File: src/ext_mem_macros.svh
`ifndef EXT_MEM_MACROS_SVH
`define EXT_MEM_MACROS_SVH

// Native bus widths
`define EXT_MEM_ADDR_W 16 // Byte address
`define EXT_MEM_DATA_W 32
`define EXT_MEM_STRB_W (`EXT_MEM_DATA_W/8) // One strobe per byte

// Cache address split, from the top bit down
`define EXT_MEM_TAG_W 8
`define EXT_MEM_LINE_OFF_W 4 // Sixteen lines
`define EXT_MEM_WORD_OFF_W 2 // Four words per line
`define EXT_MEM_BYTE_OFF_W 2

`endif
File: src/ext_mem_pkg.sv
`include "ext_mem_macros.svh"

package ext_mem_pkg;

   // Native bus request, driven by the master
   typedef struct packed {
      logic                       valid;
      logic [`EXT_MEM_ADDR_W-1:0] addr;
      logic [`EXT_MEM_DATA_W-1:0] wdata;
      logic [`EXT_MEM_STRB_W-1:0] wstrb; // All zero for a read
   } mem_req_t;

   // Native bus response, driven by the slave
   typedef struct packed {
      logic [`EXT_MEM_DATA_W-1:0] rdata;
      logic                       ready; // Single-cycle pulse
   } mem_resp_t;

   // Byte address as seen by a direct-mapped cache
   typedef struct packed {
      logic [`EXT_MEM_TAG_W-1:0]      tag;
      logic [`EXT_MEM_LINE_OFF_W-1:0] index;
      logic [`EXT_MEM_WORD_OFF_W-1:0] word;
      logic [`EXT_MEM_BYTE_OFF_W-1:0] byte_off;
   } cache_addr_fields_t;

   // Written as a flat address, read back through the fields
   typedef union packed {
      logic [`EXT_MEM_ADDR_W-1:0] flat;
      cache_addr_fields_t         fields;
   } cache_addr_u;

endpackage

File: src/ext_mem.sv
module ext_mem (
   input  logic                   clk,
   input  logic                   rst,

   // Instruction port, reads only
   input  ext_mem_pkg::mem_req_t  i_req,
   output ext_mem_pkg::mem_resp_t i_resp,

   // Data port
   input  ext_mem_pkg::mem_req_t  d_req,
   output ext_mem_pkg::mem_resp_t d_resp,

   // External memory
   output ext_mem_pkg::mem_req_t  mem_req,
   input  ext_mem_pkg::mem_resp_t mem_resp
);

   import ext_mem_pkg::*;

   // Cache back-ends into the merge
   mem_req_t  icache_be_req;
   mem_resp_t icache_be_resp;
   mem_req_t  dcache_be_req;
   mem_resp_t dcache_be_resp;

   l1_cache icache (
      .clk     (clk),
      .rst     (rst),
      .fe_req  (i_req),
      .fe_resp (i_resp),
      .be_req  (icache_be_req),
      .be_resp (icache_be_resp)
   );

   l1_cache dcache (
      .clk     (clk),
      .rst     (rst),
      .fe_req  (d_req),
      .fe_resp (d_resp),
      .be_req  (dcache_be_req),
      .be_resp (dcache_be_resp)
   );

   // Data cache is master 1 and wins ties
   bus_merge cache_merge (
      .clk     (clk),
      .rst     (rst),
      .m0_req  (icache_be_req),
      .m0_resp (icache_be_resp),
      .m1_req  (dcache_be_req),
      .m1_resp (dcache_be_resp),
      .s_req   (mem_req),
      .s_resp  (mem_resp)
   );

endmodule

File: src/bus_merge.sv
module bus_merge (
   input  logic                   clk,
   input  logic                   rst,

   // Master 0, instruction side
   input  ext_mem_pkg::mem_req_t  m0_req,
   output ext_mem_pkg::mem_resp_t m0_resp,

   // Master 1, data side
   input  ext_mem_pkg::mem_req_t  m1_req,
   output ext_mem_pkg::mem_resp_t m1_resp,

   // Shared slave
   output ext_mem_pkg::mem_req_t  s_req,
   input  ext_mem_pkg::mem_resp_t s_resp
);

   logic busy;  // Slave request pending
   logic grant; // Owner while busy (1 is master 1)
   logic sel;

   // Data master wins a tie when idle
   assign sel = busy ? grant : m1_req.valid;

   assign s_req = sel ? m1_req : m0_req;

   always_comb begin
      m0_resp.rdata = s_resp.rdata;
      m0_resp.ready = s_resp.ready && !sel;
      m1_resp.rdata = s_resp.rdata;
      m1_resp.ready = s_resp.ready && sel; // Loser sees ready low
   end

   always_ff @(posedge clk) begin
      if (rst) begin
         busy  <= 1'b0;
         grant <= 1'b0;
      end else if (!busy) begin
         // Lock the choice if the slave does not answer at once
         if (s_req.valid && !s_resp.ready) begin
            busy  <= 1'b1;
            grant <= sel;
         end
      end else if (s_resp.ready) begin
         busy <= 1'b0; // Free to rearbitrate next cycle
      end
   end

   // Slave sees one steady request until it answers
   a_grant_hold: assert property (@(posedge clk) disable iff (rst)
      s_req.valid && !s_resp.ready |=> $stable(s_req));

   // Memory only answers a live request
   a_ready_with_valid: assert property (@(posedge clk) disable iff (rst)
      s_resp.ready |-> s_req.valid);

endmodule

File: src/l1_cache.sv
`include "ext_mem_macros.svh"

module l1_cache (
   input  logic                   clk,
   input  logic                   rst,

   // Front-end, toward the processor
   input  ext_mem_pkg::mem_req_t  fe_req,
   output ext_mem_pkg::mem_resp_t fe_resp,

   // Back-end, toward memory
   output ext_mem_pkg::mem_req_t  be_req,
   input  ext_mem_pkg::mem_resp_t be_resp
);

   import ext_mem_pkg::*;

   localparam int LINES = 1 << `EXT_MEM_LINE_OFF_W;
   localparam int WORDS = 1 << `EXT_MEM_WORD_OFF_W;

   typedef enum logic [2:0] {
      S_IDLE,
      S_LOOKUP,
      S_FILL,
      S_WRITE,
      S_RESPOND
   } state_t;

   state_t                          state;

   // Latched front-end request
   cache_addr_u                     req_addr;
   logic [`EXT_MEM_DATA_W-1:0]      req_wdata;
   logic [`EXT_MEM_STRB_W-1:0]      req_wstrb;

   logic [`EXT_MEM_WORD_OFF_W-1:0]  fill_cnt; // Word being fetched

   logic [LINES-1:0]                valid_arr;
   logic [`EXT_MEM_TAG_W-1:0]       tag_arr  [LINES];
   logic [`EXT_MEM_DATA_W-1:0]      data_arr [LINES][WORDS];

   logic                            is_write;
   logic                            hit;
   logic                            fill_last;
   logic [`EXT_MEM_DATA_W-1:0]      rd_word;

   assign is_write  = |req_wstrb;
   assign hit       = valid_arr[req_addr.fields.index] &&
                      (tag_arr[req_addr.fields.index] == req_addr.fields.tag);
   assign fill_last = &fill_cnt;
   assign rd_word   = data_arr[req_addr.fields.index][req_addr.fields.word];

   // Control state
   always_ff @(posedge clk) begin
      if (rst) begin
         state     <= S_IDLE;
         fill_cnt  <= '0;
         valid_arr <= '0; // Every line starts invalid
      end else begin
         case (state)
            S_IDLE: begin
               if (fe_req.valid)
                  state <= S_LOOKUP;
            end
            S_LOOKUP: begin
               if (is_write) begin
                  state <= S_WRITE; // No allocate, write goes straight through
               end else if (hit) begin
                  state <= S_IDLE;
               end else begin
                  state    <= S_FILL;
                  fill_cnt <= '0;
               end
            end
            S_FILL: begin
               if (be_resp.ready) begin
                  fill_cnt <= fill_cnt + 1'b1;
                  if (fill_last) begin
                     valid_arr[req_addr.fields.index] <= 1'b1;
                     state                            <= S_RESPOND;
                  end
               end
            end
            S_WRITE: begin
               if (be_resp.ready)
                  state <= S_RESPOND;
            end
            S_RESPOND: state <= S_IDLE;
            default:   state <= S_IDLE;
         endcase
      end
   end

   // Request latch, tag and data arrays
   always_ff @(posedge clk) begin
      if (state == S_IDLE && fe_req.valid) begin
         req_addr.flat <= fe_req.addr;
         req_wdata     <= fe_req.wdata;
         req_wstrb     <= fe_req.wstrb;
      end
      if (state == S_FILL && be_resp.ready) begin
         data_arr[req_addr.fields.index][fill_cnt] <= be_resp.rdata;
         if (fill_last)
            tag_arr[req_addr.fields.index] <= req_addr.fields.tag;
      end
      // Keep a cached line in step with memory
      if (state == S_WRITE && be_resp.ready && hit) begin
         for (int b = 0; b < `EXT_MEM_STRB_W; b++) begin
            if (req_wstrb[b])
               data_arr[req_addr.fields.index][req_addr.fields.word][8*b +: 8] <=
                  req_wdata[8*b +: 8];
         end
      end
   end

   always_comb begin
      be_req = '0;
      if (state == S_FILL) begin
         be_req.valid = 1'b1;
         be_req.addr  = {req_addr.fields.tag, req_addr.fields.index, fill_cnt,
                         {`EXT_MEM_BYTE_OFF_W{1'b0}}};
      end else if (state == S_WRITE) begin
         be_req.valid = 1'b1;
         be_req.addr  = req_addr.flat;
         be_req.wdata = req_wdata;
         be_req.wstrb = req_wstrb;
      end
   end

   always_comb begin
      fe_resp.rdata = rd_word;
      fe_resp.ready = (state == S_RESPOND) ||
                      (state == S_LOOKUP && hit && !is_write); // Hit answers here
   end

   // Back-end request held until memory accepts it
   a_be_stable: assert property (@(posedge clk) disable iff (rst)
      be_req.valid && !be_resp.ready |=> $stable(be_req));

   // One answer per accepted request
   a_fe_ready_pulse: assert property (@(posedge clk) disable iff (rst)
      fe_resp.ready |=> !fe_resp.ready);

endmodule

File: config.mk
export PLATFORM = sky130hd
export DESIGN_NAME = ext_mem
export DESIGN_NICKNAME = d
export VERILOG_FILES = /design/src/ext_mem_pkg.sv /design/src/ext_mem.sv /design/src/bus_merge.sv /design/src/l1_cache.sv
export VERILOG_INCLUDE_DIRS = /design/src
export SDC_FILE = /design/constraint.sdc
export NUM_CORES = 2
export LEC_CHECK = 0
export BUFFER_PORTS_ARGS = -buffer_cell sky130_fd_sc_hd__buf_2
export CORE_MARGIN = 1.5
export CORE_UTILIZATION = 50
export DETAILED_ROUTE_END_ITERATION = 6
export PLACE_DENSITY = 0.75
export SLEW_MARGIN = 20
export SYNTH_ARGS = -nofsm -noshare
export SYNTH_HDL_FRONTEND = slang
export SYNTH_MEMORY_MAX_BITS = 65536
export SYNTH_SLANG_ARGS = --single-unit
export TNS_END_PERCENT = 5
File: constraint.sdc
create_clock -name clk -period 7 [get_ports clk]
set_input_delay 0.7 -clock clk [delete_from_list [all_inputs] [get_ports clk]]
set_output_delay 0.7 -clock clk [all_outputs]
set_load 0.01 [all_outputs]
Word level (Yosys, flattened, before mapping)
Memories as Yosys holds them, arrays and structs flattened. A register that Yosys moved wholly into a read port is not among the register bits.
Cells that the tools add are included.
{"block": "totals", "reg_bits": 148, "ramBits": 4352, "inputBits": 141, "output_inout_bits": 119, "mem_count": 4}
{"name": "dcache.data_arr", "depth": 16, "width": 128, "rd": 1, "rd_clocked_by_memory_dff": 1, "wr": 1, "line_no": "l1_cache.sv:40", "text": "logic [`EXT_MEM_DATA_W-1:0] data_arr [LINES][WORDS];"}
{"name": "icache.data_arr", "depth": 16, "width": 128, "rd": 1, "rd_clocked_by_memory_dff": 1, "wr": 1, "line_no": "l1_cache.sv:40"}
{"name": "dcache.tag_arr", "depth": 16, "width": 8, "rd": 1, "rd_clocked_by_memory_dff": 1, "wr": 1, "line_no": "l1_cache.sv:39", "text": "logic [`EXT_MEM_TAG_W-1:0] tag_arr [LINES];"}
{"name": "icache.tag_arr", "depth": 16, "width": 8, "rd": 1, "rd_clocked_by_memory_dff": 1, "wr": 1, "line_no": "l1_cache.sv:39"}
{"block": "classes", "addsub": 2, "n_lt_le_gt_ge": 12, "n_eq_ne": 22, "mux": 1129, "n_bitwise": 1031, "reduce_logical": 44}
{"operator": "two-way mux 128 bit", "n": 10}
{"operator": "two-way mux 1 bit", "n": 1056}
{"operator": "OR 1 bit", "n": 1024}
{"operator": "demux 32 bit (select 2 bit)", "n": 10}
{"operator": "two-way mux 32 bit", "n": 8}
{"operator": "two-way mux 53 bit", "n": 3}
{"operator": "binary-select mux 32 bit (select 2 bit)", "n": 2}
{"operator": "two-way mux 36 bit", "n": 2}
{"operator": "two-way mux 24 bit", "n": 2}
{"operator": "two-way mux 17 bit", "n": 2}
{"operator": "two-way mux 16 bit", "n": 2}
{"operator": "OR 16 bit", "n": 2}
{"operator": "two-way mux 3 bit", "n": 10}
{"operator": "case mux 3 bit (4 select lines)", "n": 2}
{"operator": "AND reduction 4 bit", "n": 6}
{"operator": "logical AND 1 bit", "n": 23}
{"operator": "== test 8 bit", "n": 2}
{"operator": "two-way mux 2 bit", "n": 8}
{"operator": "two-way mux 4 bit", "n": 4}
{"operator": "two-way mux 8 bit", "n": 2}
{"operator": "== test 3 x 2 -> 1 bit (second input constant)", "n": 4}
{"operator": "greater-or-equal comparator 3 bit (second input constant)", "n": 4}
{"operator": "less-than comparator 3 x 1 -> 1 bit (second input constant)", "n": 4}
{"operator": "inequality test 2 x 1 -> 1 bit (second input constant)", "n": 6}
{"operator": "other kinds (17)", "n": 42}

Depth between registers and ports, before layout
{"block": "logic_depth", "word_depth": 14, "depth_mapped": 14}

Modules after synthesis
A second synthesis with hierarchy kept.
{"block": "unflattened", "hier_cells": 7975, "hier_area_um2": 180531.9}
{"module": "l1_cache at icache", "n_inst": 1, "cells_each": 3927, "area_per_inst_um2": 89638.5, "seq_area_each_um2": 67404.6}
{"module": "l1_cache at dcache", "n_inst": 1, "cells_each": 3913, "area_per_inst_um2": 89454.5, "seq_area_each_um2": 67404.6}
{"module": "bus_merge", "n_inst": 1, "cells_each": 135, "area_per_inst_um2": 1438.9, "seq_area_each_um2": 40.0}

Least setup slack after synthesis
OpenSTA, ideal clock, no wires.
{"block": "synth_timing", "path_kind": "input to register", "start": "input port i_req[52] (netlist bit)", "end": "register (tool-made name)", "setup_ns": 0.087, "arrival_ns": 7.233, "path_slack_ns": -0.320, "stages": 2, "path_buffers": 0, "cell_sequence": "nor4b_1 > mux2_2"}
{"element": "start, declared", "line_no": "ext_mem.sv:6", "text": "input ext_mem_pkg::mem_req_t i_req,"}

==> metrics.yaml <==
grt_util_all_layers_pct: 26.39
multi_input_area_um2: 41270
crit_chain: "buf_4 > mux4_2 > mux2i_1 > mux2_2 > nand3b_1 > a2111oi_4 > buf_4 > nand4_2 > a21oi_1"
violations: "DRC"
drtAntennaViolNets: 0
cp-end-kind: "flop"
ys_ff_latch: 4508
critPathTopFamily: "compound AO/OA/AOI/OAI gates"
wl_um: 475500
p_leak_nw: 61.56
avgSynthCellArea_um2: 22.96
syn-cell-area_um2: 178100
die-height_um: 599.9
synthMuxAreaShare_pct: 19.80
core_um2: 353500
synthDominantCellAreaShare_pct: 75.12
avgViaCountPerCell: 6.638
synthAdderAreaFrac_pct: 0.05619
tightestPinTransition_ns: 1.209
grt_antenna_before_repair: 77
drive_above_1_share_pct: 33.10
root_buffer: "clkbuf_16"
drt_iter0_drc: 13112
synth_top_family_by_area: "multiplexers"
yosys-top-cells-count: "edfxtp_1 (4456), mux4_2 (1394), a21oi_1 (516)"
grt_pass1_vias: 88492
synth_compound_area_share_pct: 2.046
die_w_um: 599.9
synth_area_leaders: "edfxtp_1 (75%), mux4_2 (18%), mux2_2 (1.6%), a21oi_1 (1.4%), clkbuf_1 (0.71%)"
ys_types: 67
slew_viol_final: 0
setup_viol: 0
drc_errors: 6
row_count: 218
fillCellCount: 24646
timing.final.hold_violations: 0
start_kind: "flop"
synth_enable_flop_cells: 4456
crit_slowest_cell: "a21oi_1"
place.gp.congestion: 0.8862
power_mw: 61.86
nNetsFinal: 8354
dp_hpwl_um: 297200
grt_max_degree: 151
maxCapViolCount: 0
hold_class: "input pin to flop"
cts_made_buffers: 425
min_period_over_period_pct: 88.86
firstDrtPassIters: 7
synth_area_leader_cell: "edfxtp_1"
cts_tree: "done"
setup_tns_ns: 0
rsz0062_at_grt: "no"
cp.arrival_ns: 6.79
vdd_drop_max_mv: 0.2412
path_class: "flop to flop"
min_period_ns: 6.220
wl_per_cell_um: 35.52
status: "complete, but fails checks"
yosysWarnings: 0
start_util_pct: 50.39
cp_common_cell: "buf_4"
synthFlopType: "edfxtp_1"
max_clock_freq_mhz: 160.8
seq_area_frac_synth_pct: 75.70
synthXorXnorAreaFrac_pct: 0.07867
required_ns: 7.57
p_per_area_nw_per_um2: 309.4
syn-num-nets: 7908
yosysMostFrequentCell: "edfxtp_1"
ff_latch_area_um2: 134900
slew-limit-headroom_pct: 19.39
grt_pass1_wl_um: 670600
ctsLongestPathBuffers: 4
cp_max_fo: 44
clk_pin_slew_worst_paths_ns: 0.07
synth_cells: 7759
async_flop_share_pct: 0
port_buffers: 259
crit_buf_inv: 2
cp_slowest_stage_delay_ns: 1.08
htree_levels: 5
dieArea_um2: 359800
skew_ns: 0.05988
worstSkewPairLatency_ns: 0.98
via_count: 88856
gr-total-overflow: 0
synth-simple-area-share_pct: 1.017
io_pins: 260
cts_num_sinks: 4508
syn_to_final_growth_pct: 12.23
area by class of cell:
class | instances | share of cell area (%)
Sequential cell | 4508 | 67.47
Clock inverter | 271 | 1.270
Tap cell | 4730 | 2.960
Multi-Input combinational cell | 2714 | 20.64
Clock buffer | 510 | 5.543
Timing Repair Buffer | 546 | 1.975
Inverter | 10 | 0.02253
Antenna cell | 97 | 0.1214
routing by layer:
metal	vias up	wire [um]	GRT usage (%)
li1	34352	-	-
met1	46717	160600	34.18
met2	6622	229300	41.75
met3	1137	58100	6.503
met4	28	27260	13.78
met5	-	193	0
stage by stage:
| stage | hold WS, ns | setup WS [ns] | cells | utilization [%] | area [um^2] |
|---|---|---|---|---|---|
| floorplan | 0.4315 | 2.571 | 7759 | - | 178100 |
| global placement | 0.4437 | 1.146 | 12399 | 52.29 | 184800 |
| detailed placement | 0.4598 | 0.8947 | 12400 | 52.30 | 184900 |
| CTS | 0.1488 | 0.6660 | 13286 | 56.45 | 199500 |
| global route | 0.1905 | 0.4807 | 13325 | 56.51 | 199800 |
| finish | 0.2093 | 0.7799 | 13386 | 56.55 | 199900 |
worst paths after layout:
check / slack [ns] / to / cells past startpoint / startpoint
setup / recovery: 0.78 / dcache.data_arr[6][73]$_DFFE_PP_ / 9 / flop
hold / removal: 0.21 / cache_merge.busy$_SDFF_PP0_ / 2 / mem_resp[0]
setup reg to reg: 0.78 / dcache.data_arr[6][73]$_DFFE_PP_ / 9 / flop
hold reg to reg: 0.48 / icache.valid_arr[4]$_SDFFE_PP0P_ / 2 / icache.valid_arr[4]$_SDFFE_PP0P_
layout by cell type (no fill, tap or decap), types with 30 or more instances in the layout:
cell,Yosys,routed
clkbuf_1,338,79
buf_2,76,259
a21oi_1,516,493
buf_4,9,164
nand2_1,56,30
nor2_1,106,104
clkinv_1,1,89
dfxtp_1,52,45
edfxtp_1,4456,4456
clkbuf_16,0,431
clkinv_2,0,90
a22o_1,52,52
mux4_2,1394,1394
mux2_2,253,253
dlygate4sd3_1,0,105
bufinv_16,0,38
diode_2,0,97
mux2i_1,63,63
timing repair:
item	CTS	global route
hold endpoints to repair	113	0
resized for setup	0	0
hold buffers	105	0
buffers inserted	0	0
endpoints found under the setup margin	0	0
state kept, by name, summed over array words and instances, names as in the netlist, named ones only:
name               count
icache.tag_arr       128
dcache.valid_arr      16
dcache.data_arr     2048
dcache.tag_arr       128
dcache.req_addr       16
icache.valid_arr      16
icache.req_wdata      32
cache_merge.grant      1
icache.state           3
icache.req_wstrb       4
icache.req_addr       16
icache.fill_cnt        2
dcache.req_wdata      32
dcache.state           3
dcache.fill_cnt        2
dcache.req_wstrb       4
cache_merge.busy       1
icache.data_arr     2048
where the power goes:
group          total, mW  switching, mW  internal, mW
Sequential          30.4          0.589          29.8
Clock               22.8           10.1          12.7
Combinational       8.62           4.79          3.83
logic make-up (layout without fill, tap and decap cells):
logic type               count (synthesis)  in the layout
flip-flops                            4508           4508
AND/OR/NAND/NOR                        310            310
other                                    0             97
buffers and inverters                  537           1337
XOR/XNOR                                16             16
adder cells (fa/ha/maj)                  8              8
AO/OA/AOI/OAI                          647            647
multiplexers                          1733           1733
No activity file was read; power rests on OpenSTA's default activity.
